==> src/rtl/execute_pkg.sv <==
package execute_pkg;

    parameter int XLEN    = 32;
    parameter int SHAMT_W = $clog2(XLEN); // Low bits of operand B used as shift amount.

    // Instructions kept in this stage, grouped by class.
    typedef enum logic [5:0] {
        INSTR_UNKNOWN = 6'd0,
        INSTR_ADD, INSTR_SUB, INSTR_XOR, INSTR_OR, INSTR_AND,
        INSTR_SLL, INSTR_SRL, INSTR_SRA, INSTR_SLT, INSTR_SLTU,
        INSTR_ADDI, INSTR_XORI, INSTR_ORI, INSTR_ANDI,
        INSTR_SLLI, INSTR_SRLI, INSTR_SRAI, INSTR_SLTI, INSTR_SLTIU,
        INSTR_LB, INSTR_LH, INSTR_LW, INSTR_LBU, INSTR_LHU,
        INSTR_SB, INSTR_SH, INSTR_SW,
        INSTR_BEQ, INSTR_BNE, INSTR_BLT, INSTR_BGE, INSTR_BLTU, INSTR_BGEU,
        INSTR_JAL, INSTR_JALR,
        INSTR_LUI, INSTR_AUIPC
    } instr_e;

    typedef enum logic [3:0] {
        ALU_ADD,
        ALU_SUB,
        ALU_XOR,
        ALU_OR,
        ALU_AND,
        ALU_SLL,
        ALU_SRL,
        ALU_SRA,
        ALU_SLT,
        ALU_SLTU
    } alu_op_e;

    typedef enum logic [2:0] {
        CMP_EQ,
        CMP_NE,
        CMP_LT,
        CMP_GE,
        CMP_LTU,
        CMP_GEU
    } cmp_e;

    // Source of the primary result.
    typedef enum logic [2:0] {
        RES_ALU,
        RES_LINK,
        RES_TAKEN,
        RES_IMM,
        RES_ZERO
    } res_sel_e;

    // Source of the secondary result, the jump or branch target.
    typedef enum logic [1:0] {
        SEC_ZERO,
        SEC_PC_IMM,
        SEC_RS1_IMM
    } sec_sel_e;

    typedef struct packed {
        instr_e            instr;
        logic [XLEN-1:0]   operand1;
        logic [XLEN-1:0]   operand2;
        logic [XLEN-1:0]   imm;
        logic [XLEN-1:0]   pc;
    } exec_req_t;

    typedef struct packed {
        alu_op_e  alu_op;
        logic     b_is_imm; // Operand B is the immediate.
        logic     a_is_pc;  // Operand A is the pc, for AUIPC.
        cmp_e     cmp;
        res_sel_e res_sel;
        sec_sel_e sec_sel;
    } exec_ctrl_t;

endpackage
==> src/rtl/execute.sv <==
`timescale 1ns/10ps

module execute import execute_pkg::*; #(
    parameter int XLEN = 32
) (
    input  logic            i_clk,
    input  logic            rst_n_i,
    input  logic            en_i,
    input  exec_req_t       req_i,
    output logic [XLEN-1:0] result_o,
    output logic [XLEN-1:0] result_secondary_o,
    output logic            valid_o
);

    exec_ctrl_t      ctrl;
    logic [XLEN-1:0] alu_res;
    logic            taken;
    logic [XLEN-1:0] link;
    logic [XLEN-1:0] target;

    exec_ctrl u_ctrl (
        .i_clk   (i_clk),
        .rst_n_i (rst_n_i),
        .en_i    (en_i),
        .instr_i (req_i.instr),
        .ctrl_o  (ctrl),
        .valid_o (valid_o)
    );

    exec_alu #(.XLEN(XLEN)) u_alu (
        .ctrl_i     (ctrl),
        .operand1_i (req_i.operand1),
        .operand2_i (req_i.operand2),
        .imm_i      (req_i.imm),
        .pc_i       (req_i.pc),
        .result_o   (alu_res)
    );

    exec_branch #(.XLEN(XLEN)) u_branch (
        .ctrl_i     (ctrl),
        .operand1_i (req_i.operand1),
        .operand2_i (req_i.operand2),
        .imm_i      (req_i.imm),
        .pc_i       (req_i.pc),
        .taken_o    (taken),
        .link_o     (link),
        .target_o   (target)
    );

    exec_result #(.XLEN(XLEN)) u_result (
        .i_clk              (i_clk),
        .rst_n_i            (rst_n_i),
        .ctrl_i             (ctrl),
        .alu_res_i          (alu_res),
        .taken_i            (taken),
        .link_i             (link),
        .target_i           (target),
        .imm_i              (req_i.imm),
        .result_o           (result_o),
        .result_secondary_o (result_secondary_o)
    );

endmodule

==> src/rtl/exec_result.sv <==
`timescale 1ns/10ps

module exec_result import execute_pkg::*; #(
    parameter int XLEN = 32
) (
    input  logic            i_clk,
    input  logic            rst_n_i,
    input  exec_ctrl_t      ctrl_i,
    input  logic [XLEN-1:0] alu_res_i,
    input  logic            taken_i,
    input  logic [XLEN-1:0] link_i,
    input  logic [XLEN-1:0] target_i,
    input  logic [XLEN-1:0] imm_i,
    output logic [XLEN-1:0] result_o,
    output logic [XLEN-1:0] result_secondary_o
);

    logic [XLEN-1:0] result_d;
    logic [XLEN-1:0] secondary_d;

    always_comb begin
        case (ctrl_i.res_sel)
            RES_ALU:   result_d = alu_res_i;
            RES_LINK:  result_d = link_i;
            RES_TAKEN: result_d = {{(XLEN-1){1'b0}}, taken_i}; // Taken bit in bit 0.
            RES_IMM:   result_d = imm_i;
            default:   result_d = '0;
        endcase
        secondary_d = (ctrl_i.sec_sel == SEC_ZERO) ? '0 : target_i;
    end

    // Captured every edge; en_i only qualifies the result through valid_o.
    always_ff @(posedge i_clk or negedge rst_n_i) begin
        if (!rst_n_i) begin
            result_o           <= '0;
            result_secondary_o <= '0;
        end else begin
            result_o           <= result_d;
            result_secondary_o <= secondary_d;
        end
    end

endmodule

==> src/rtl/exec_branch.sv <==
`timescale 1ns/10ps

module exec_branch import execute_pkg::*; #(
    parameter int XLEN = 32
) (
    input  exec_ctrl_t      ctrl_i,
    input  logic [XLEN-1:0] operand1_i,
    input  logic [XLEN-1:0] operand2_i,
    input  logic [XLEN-1:0] imm_i,
    input  logic [XLEN-1:0] pc_i,
    output logic            taken_o,
    output logic [XLEN-1:0] link_o,
    output logic [XLEN-1:0] target_o
);

    logic [XLEN-1:0] base;

    always_comb begin
        case (ctrl_i.cmp)
            CMP_EQ:  taken_o = operand1_i == operand2_i;
            CMP_NE:  taken_o = operand1_i != operand2_i;
            CMP_LT:  taken_o = $signed(operand1_i) <  $signed(operand2_i);
            CMP_GE:  taken_o = $signed(operand1_i) >= $signed(operand2_i);
            CMP_LTU: taken_o = operand1_i <  operand2_i;
            CMP_GEU: taken_o = operand1_i >= operand2_i;
            default: taken_o = 1'b0;
        endcase
    end

    assign link_o = pc_i + XLEN'(4); // Return address for JAL and JALR.

    // JALR jumps relative to rs1, everything else relative to the pc.
    assign base     = (ctrl_i.sec_sel == SEC_RS1_IMM) ? operand1_i : pc_i;
    assign target_o = base + imm_i;

endmodule

==> src/rtl/exec_alu.sv <==
`timescale 1ns/10ps

module exec_alu import execute_pkg::*; #(
    parameter int XLEN = 32
) (
    input  exec_ctrl_t      ctrl_i,
    input  logic [XLEN-1:0] operand1_i,
    input  logic [XLEN-1:0] operand2_i,
    input  logic [XLEN-1:0] imm_i,
    input  logic [XLEN-1:0] pc_i,
    output logic [XLEN-1:0] result_o
);

    logic [XLEN-1:0]    op_a;
    logic [XLEN-1:0]    op_b;
    logic [SHAMT_W-1:0] shamt;
    logic               lt_signed;
    logic               lt_unsigned;

    assign op_a  = ctrl_i.a_is_pc  ? pc_i  : operand1_i;
    assign op_b  = ctrl_i.b_is_imm ? imm_i : operand2_i;
    assign shamt = op_b[SHAMT_W-1:0]; // Upper bits of the amount are ignored.

    assign lt_signed   = $signed(op_a) < $signed(op_b);
    assign lt_unsigned = op_a < op_b;

    always_comb begin
        case (ctrl_i.alu_op)
            ALU_ADD:  result_o = op_a + op_b;
            ALU_SUB:  result_o = op_a - op_b;
            ALU_XOR:  result_o = op_a ^ op_b;
            ALU_OR:   result_o = op_a | op_b;
            ALU_AND:  result_o = op_a & op_b;
            ALU_SLL:  result_o = op_a << shamt;
            ALU_SRL:  result_o = op_a >> shamt;
            ALU_SRA:  result_o = $unsigned($signed(op_a) >>> shamt);
            ALU_SLT:  result_o = {{(XLEN-1){1'b0}}, lt_signed};
            ALU_SLTU: result_o = {{(XLEN-1){1'b0}}, lt_unsigned};
            default:  result_o = '0;
        endcase
    end

endmodule

==> src/rtl/exec_ctrl.sv <==
`timescale 1ns/10ps

module exec_ctrl import execute_pkg::*; (
    input  logic       i_clk,
    input  logic       rst_n_i,
    input  logic       en_i,
    input  instr_e     instr_i,
    output exec_ctrl_t ctrl_o,
    output logic       valid_o
);

    always_comb begin
        ctrl_o.alu_op   = ALU_ADD;
        ctrl_o.b_is_imm = 1'b0;
        ctrl_o.a_is_pc  = 1'b0;
        ctrl_o.cmp      = CMP_EQ;
        ctrl_o.res_sel  = RES_ZERO; // Unknown codes give zero.
        ctrl_o.sec_sel  = SEC_ZERO;

        // ALU op, shared by register and immediate forms.
        case (instr_i)
            INSTR_SUB:               ctrl_o.alu_op = ALU_SUB;
            INSTR_XOR,  INSTR_XORI:  ctrl_o.alu_op = ALU_XOR;
            INSTR_OR,   INSTR_ORI:   ctrl_o.alu_op = ALU_OR;
            INSTR_AND,  INSTR_ANDI:  ctrl_o.alu_op = ALU_AND;
            INSTR_SLL,  INSTR_SLLI:  ctrl_o.alu_op = ALU_SLL;
            INSTR_SRL,  INSTR_SRLI:  ctrl_o.alu_op = ALU_SRL;
            INSTR_SRA,  INSTR_SRAI:  ctrl_o.alu_op = ALU_SRA;
            INSTR_SLT,  INSTR_SLTI:  ctrl_o.alu_op = ALU_SLT;
            INSTR_SLTU, INSTR_SLTIU: ctrl_o.alu_op = ALU_SLTU;
            default:                 ctrl_o.alu_op = ALU_ADD; // Also address generation.
        endcase

        // Branch condition.
        case (instr_i)
            INSTR_BNE:  ctrl_o.cmp = CMP_NE;
            INSTR_BLT:  ctrl_o.cmp = CMP_LT;
            INSTR_BGE:  ctrl_o.cmp = CMP_GE;
            INSTR_BLTU: ctrl_o.cmp = CMP_LTU;
            INSTR_BGEU: ctrl_o.cmp = CMP_GEU;
            default:    ctrl_o.cmp = CMP_EQ;
        endcase

        // Operand and result routing per instruction class.
        case (instr_i)
            INSTR_ADD, INSTR_SUB, INSTR_XOR, INSTR_OR, INSTR_AND,
            INSTR_SLL, INSTR_SRL, INSTR_SRA, INSTR_SLT, INSTR_SLTU: begin
                ctrl_o.res_sel = RES_ALU;
            end
            INSTR_ADDI, INSTR_XORI, INSTR_ORI, INSTR_ANDI, INSTR_SLLI,
            INSTR_SRLI, INSTR_SRAI, INSTR_SLTI, INSTR_SLTIU,
            INSTR_LB, INSTR_LH, INSTR_LW, INSTR_LBU, INSTR_LHU,
            INSTR_SB, INSTR_SH, INSTR_SW: begin
                ctrl_o.b_is_imm = 1'b1;
                ctrl_o.res_sel  = RES_ALU;
            end
            INSTR_BEQ, INSTR_BNE, INSTR_BLT, INSTR_BGE, INSTR_BLTU, INSTR_BGEU: begin
                ctrl_o.res_sel = RES_TAKEN;
                ctrl_o.sec_sel = SEC_PC_IMM;
            end
            INSTR_JAL: begin
                ctrl_o.res_sel = RES_LINK;
                ctrl_o.sec_sel = SEC_PC_IMM;
            end
            INSTR_JALR: begin
                ctrl_o.res_sel = RES_LINK;
                ctrl_o.sec_sel = SEC_RS1_IMM;
            end
            INSTR_AUIPC: begin
                ctrl_o.a_is_pc  = 1'b1;
                ctrl_o.b_is_imm = 1'b1;
                ctrl_o.res_sel  = RES_ALU;
            end
            INSTR_LUI: ctrl_o.res_sel = RES_IMM;
            default:   ctrl_o.res_sel = RES_ZERO;
        endcase
    end

    always_ff @(posedge i_clk or negedge rst_n_i) begin
        if (!rst_n_i) begin
            valid_o <= 1'b0;
        end else begin
            valid_o <= en_i; // Marks the result registered on this edge.
        end
    end

endmodule

==> config.mk <==
export PLATFORM = sky130hd
export DESIGN_NAME = execute
export DESIGN_NICKNAME = d
export VERILOG_FILES = /design/src/rtl/execute_pkg.sv /design/src/rtl/execute.sv /design/src/rtl/exec_result.sv /design/src/rtl/exec_branch.sv /design/src/rtl/exec_alu.sv /design/src/rtl/exec_ctrl.sv
export SDC_FILE = /design/constraint.sdc
export NUM_CORES = 1
export LEC_CHECK = 0
export BUFFER_PORTS_ARGS = -buffer_cell sky130_fd_sc_hd__buf_2
export CORE_AREA = 2 2 198 200
export DETAILED_ROUTE_END_ITERATION = 10
export DIE_AREA = 0 0 200 202
export SKIP_LAST_GASP = 1
export SYNTH_ARGS = -nofsm -noshare
export SYNTH_HDL_FRONTEND = slang
export SYNTH_SLANG_ARGS = --single-unit
export TNS_END_PERCENT = 50
==> constraint.sdc <==
create_clock -name i_clk -period 0.8 [get_ports i_clk]
set_input_delay 0 -clock i_clk [delete_from_list [all_inputs] [get_ports i_clk]]
set_output_delay 0 -clock i_clk [all_outputs]
set_load 0.05 [all_outputs]
==> qor.csv <==
stage,metric,value,unit
status,status,"complete, but fails checks",
status,violations,setup timing,
critical_path,critical_path.max_fanout,8,
sta,maxSlewHeadroom,41.5,%
hold_path,worstHoldPathType,input port to async pin,
routing,drtPass1Iterations,7,
clock_tree,cts.sinks,65,
critical_path,cp.required,1.06,ns
logic_synthesis,syn_nets,2498,
sta,tightest_slew,0.875,ns
place,post_dp_cell_area,23600,um^2
global_route,grtUsageTotal,46.9,%
global_route,grtUsageMet1,56.8,%
global_route,antenna_found_initial,2,
logic_synthesis,avgSynthCellArea,6.94,um^2
sta,hold_viol,0,
logic_synthesis,synth_area,15200,um^2
die,pin_count,202,
sta,rsz0062_at_grt,yes,
power_and_ir_drop,seq_power_share,10.0,%
logic_synthesis,synth-main-ff-cell,dfrtp_1,
power_and_ir_drop,vdd_ir_drop_max,1.28,mV
final_layout,nets,3576,
power_and_ir_drop,power_switching,18.6,mW
clock_tree,clkTransAtPathRegs,0.07,ns
routing,routed-via-count,24700,
sta,min_period,4.13,ns
clock_tree,htreeDepth,3,
routing,drtIter0Drc,3968,
power_and_ir_drop,clkPwrFrac,13.2,%
critical_path,startpoint_type,input port,
global_route,grt.met3_usage,10.9,%
logic_synthesis,synth_top_area_cell,ha_1,
place,place.gp.congestion,1.13,
sta,drv_slew,0,
routing,wl,107000,um
critical_path,crit_family,compound AO/OA/AOI/OAI gates,
power_and_ir_drop,p_int,19.0,mW
critical_path,arrival,4.39,ns
routing,postRouteAntennaNets,0,
final_layout,area_delta_synth_final,76.4,%
die,coreArea,38300,um^2
logic_synthesis,synth_warnings,0,
global_route,grt_use_met2,71.1,%
routing,viasPerCell,6.51,
routing,drc_errors,0,
critical_path,cp.buffers_inverters,7,
power_and_ir_drop,power_density,1400,nW/um^2
critical_path,critPathMaxStageDelay,0.32,ns
global_route,grt_max_degree,70,
place,io_buffers,201,
logic_synthesis,synth_edf_count,0,
power_and_ir_drop,comb_power_share,76.8,%
clock_tree,cts_root_buffer,clkbuf_16,
sta,holdWs,0.0369,ns
final_layout,drive_above_1_share,47.8,%
sta,tns,-188.90,ns
die,die_h,202,um
critical_path,cp_slowest_cell,nor4_4,
critical_path,crit_type,input port to flip-flop,
logic_synthesis,synthArstFlopShare,100,%
clock_tree,clock_path_buffers,2,
job,drv_cap,0,
final_layout,fin_cells,3795,
power_and_ir_drop,power_leakage,13.3,nW
logic_synthesis,synth_cell_type_count,91,
sta,worst_slack,-3.33,ns
routing,wl_per_cell,28.1,um
logic_synthesis,synth_area_leaders,"ha_1 14%, dfrtp_1 11%, nor2_1 5.5%",
final_layout,fin_area,26800,um^2
critical_path,crit_path_frequent_cell,buf_4,
logic_synthesis,seq_area_frac_synth,10.7,%
logic_synthesis,synth_top_area_share,13.7,%
die,die_x,200,um
global_route,grt_pass1_vias,23100,
sta,finalCritPeriodShare,516,%
logic_synthesis,synth_cells,2192,
logic_synthesis,synth-seq-cells,65,
place,dp_hpwl,76000,um
die,start_util,39.7,%
clock_tree,cts_buffers,9,
sta,setup_viol,129,
place,place_inst,3677,
die,dieArea,40400,um^2
global_route,grt_pass1_wl,140000,um
critical_path,worst_setup_path_end_kind,flip-flop,
power_and_ir_drop,switching_share,49.5,%
sta,fmaxAchievable,0.242,GHz
die,num_rows,72,
global_route,grt-busiest-layer,met2,
clock_tree,cts_tree,built,
global_route,grt_overflow,0,
power by group through the flow:
stage          Sequential (mW)  Combinational (mW)  Clock [mW]
2_1_floorplan             4.92                10.7           0
3_3_place_gp              3.81                23.5           0
3_5_place_dp              3.81                23.7           0
4_1_cts                   3.75                25.4        4.89
5_1_grt                   3.78                30.0        5.12
6_report                  3.76                28.9        4.95
synthesized netlist by cell type, drive strengths merged, types with 25 or more instances:
cell,count
o21ai,196
xnor2,44
a211oi,47
nand4,25
nand3,111
a21oi,155
mux2i,55
and3,25
inv,150
clkbuf,81
xor2,31
mux2,45
a21o,60
nor2,227
nor3,42
nand2,195
o211ai,29
ha,166
buf,55
o22ai,27
dfrtp,65
a31oi,36
layout make-up:
| cell class | instances | area, um^2 |
|---|---|---|
| Inverter | 151 | 594 |
| Antenna cell | 2 | 5.00 |
| Timing Repair Buffer | 1203 | 9280 |
| Fill cell | 2943 | 11500 |
| Multi-Input combinational cell | 1840 | 14300 |
| Tap cell | 518 | 648 |
| Clock buffer | 11 | 253 |
| Clock inverter | 5 | 77.6 |
| Sequential cell | 65 | 1630 |
per-layer routing:
metal | vias up | wire length, um
li1 | 10300 | -
met1 | 11400 | 37100
met2 | 2157 | 43500
met3 | 842 | 13800
met4 | 4 | 12100
met5 | - | 67
flip-flops by register name, indices dropped and copies added, names as in the netlist:
signal                       count
u_result.result_secondary_o     32
u_result.result_o               32
u_ctrl.valid_o                   1
worst max-delay path by stage:
stage                     startpoint               endpoint  cells after the start
after global routing      req_i[132]  u_result.result_o[24]                     21
after detailed placement  req_i[128]   u_result.result_o[0]                     22
after floorplan           req_i[128]   u_result.result_o[0]                     24
final                     req_i[128]  u_result.result_o[20]                     25
after CTS                 req_i[128]   u_result.result_o[0]                     24
after global placement    req_i[128]  u_result.result_o[28]                     24
cell usage in the layout (no fill, tap or decap), types with 22 or more instances in the layout:
cell / count
buf_12: 26
o21ai_2: 25
inv_1: 140
buf_4: 914
a31oi_1: 28
buf_6: 47
mux2_2: 37
nand4_1: 25
ha_1: 137
buf_2: 197
xor2_1: 30
a21oi_1: 118
o211ai_1: 29
o21ai_0: 123
o21ai_1: 38
a211oi_1: 29
xnor2_1: 39
mux2i_1: 49
nor3_1: 27
dfrtp_1: 65
ha_4: 22
nand3_1: 107
nor2_1: 211
a21o_1: 60
o22ai_1: 23
a21oi_2: 31
nand2_1: 185
per-stage QoR:
| step | utilization, % | total power [mW] | worst slack (ns) |
|---|---|---|---|
| after global placement | 61.7 | 27.3 | -4.02 |
| after CTS | 66.0 | 34.0 | -3.10 |
| after global routing | 70.1 | 38.9 | -3.67 |
| after floorplan | - | 15.7 | -3.64 |
| after detailed placement | 61.7 | 27.5 | -3.94 |
| final | 70.1 | 37.6 | -3.33 |
what timing repair did:
action	CTS	global route
cloned	2	6
endpoints found under the setup margin	129	129
pin swaps	125	128
hold buffers	3	0
resized for setup	201	225
endpoints found under the hold margin	67	0
buffers inserted	44	60
cells by family after synthesis:
kind of cell	synth area share, %
compound gates	34.3
xor+xnor	4.32
fa+ha+maj	14.1
buf+inv	7.66
flops	10.7
mux	7.10
simple gates	21.9
Note: power is estimated with default switching activity, not from simulation.
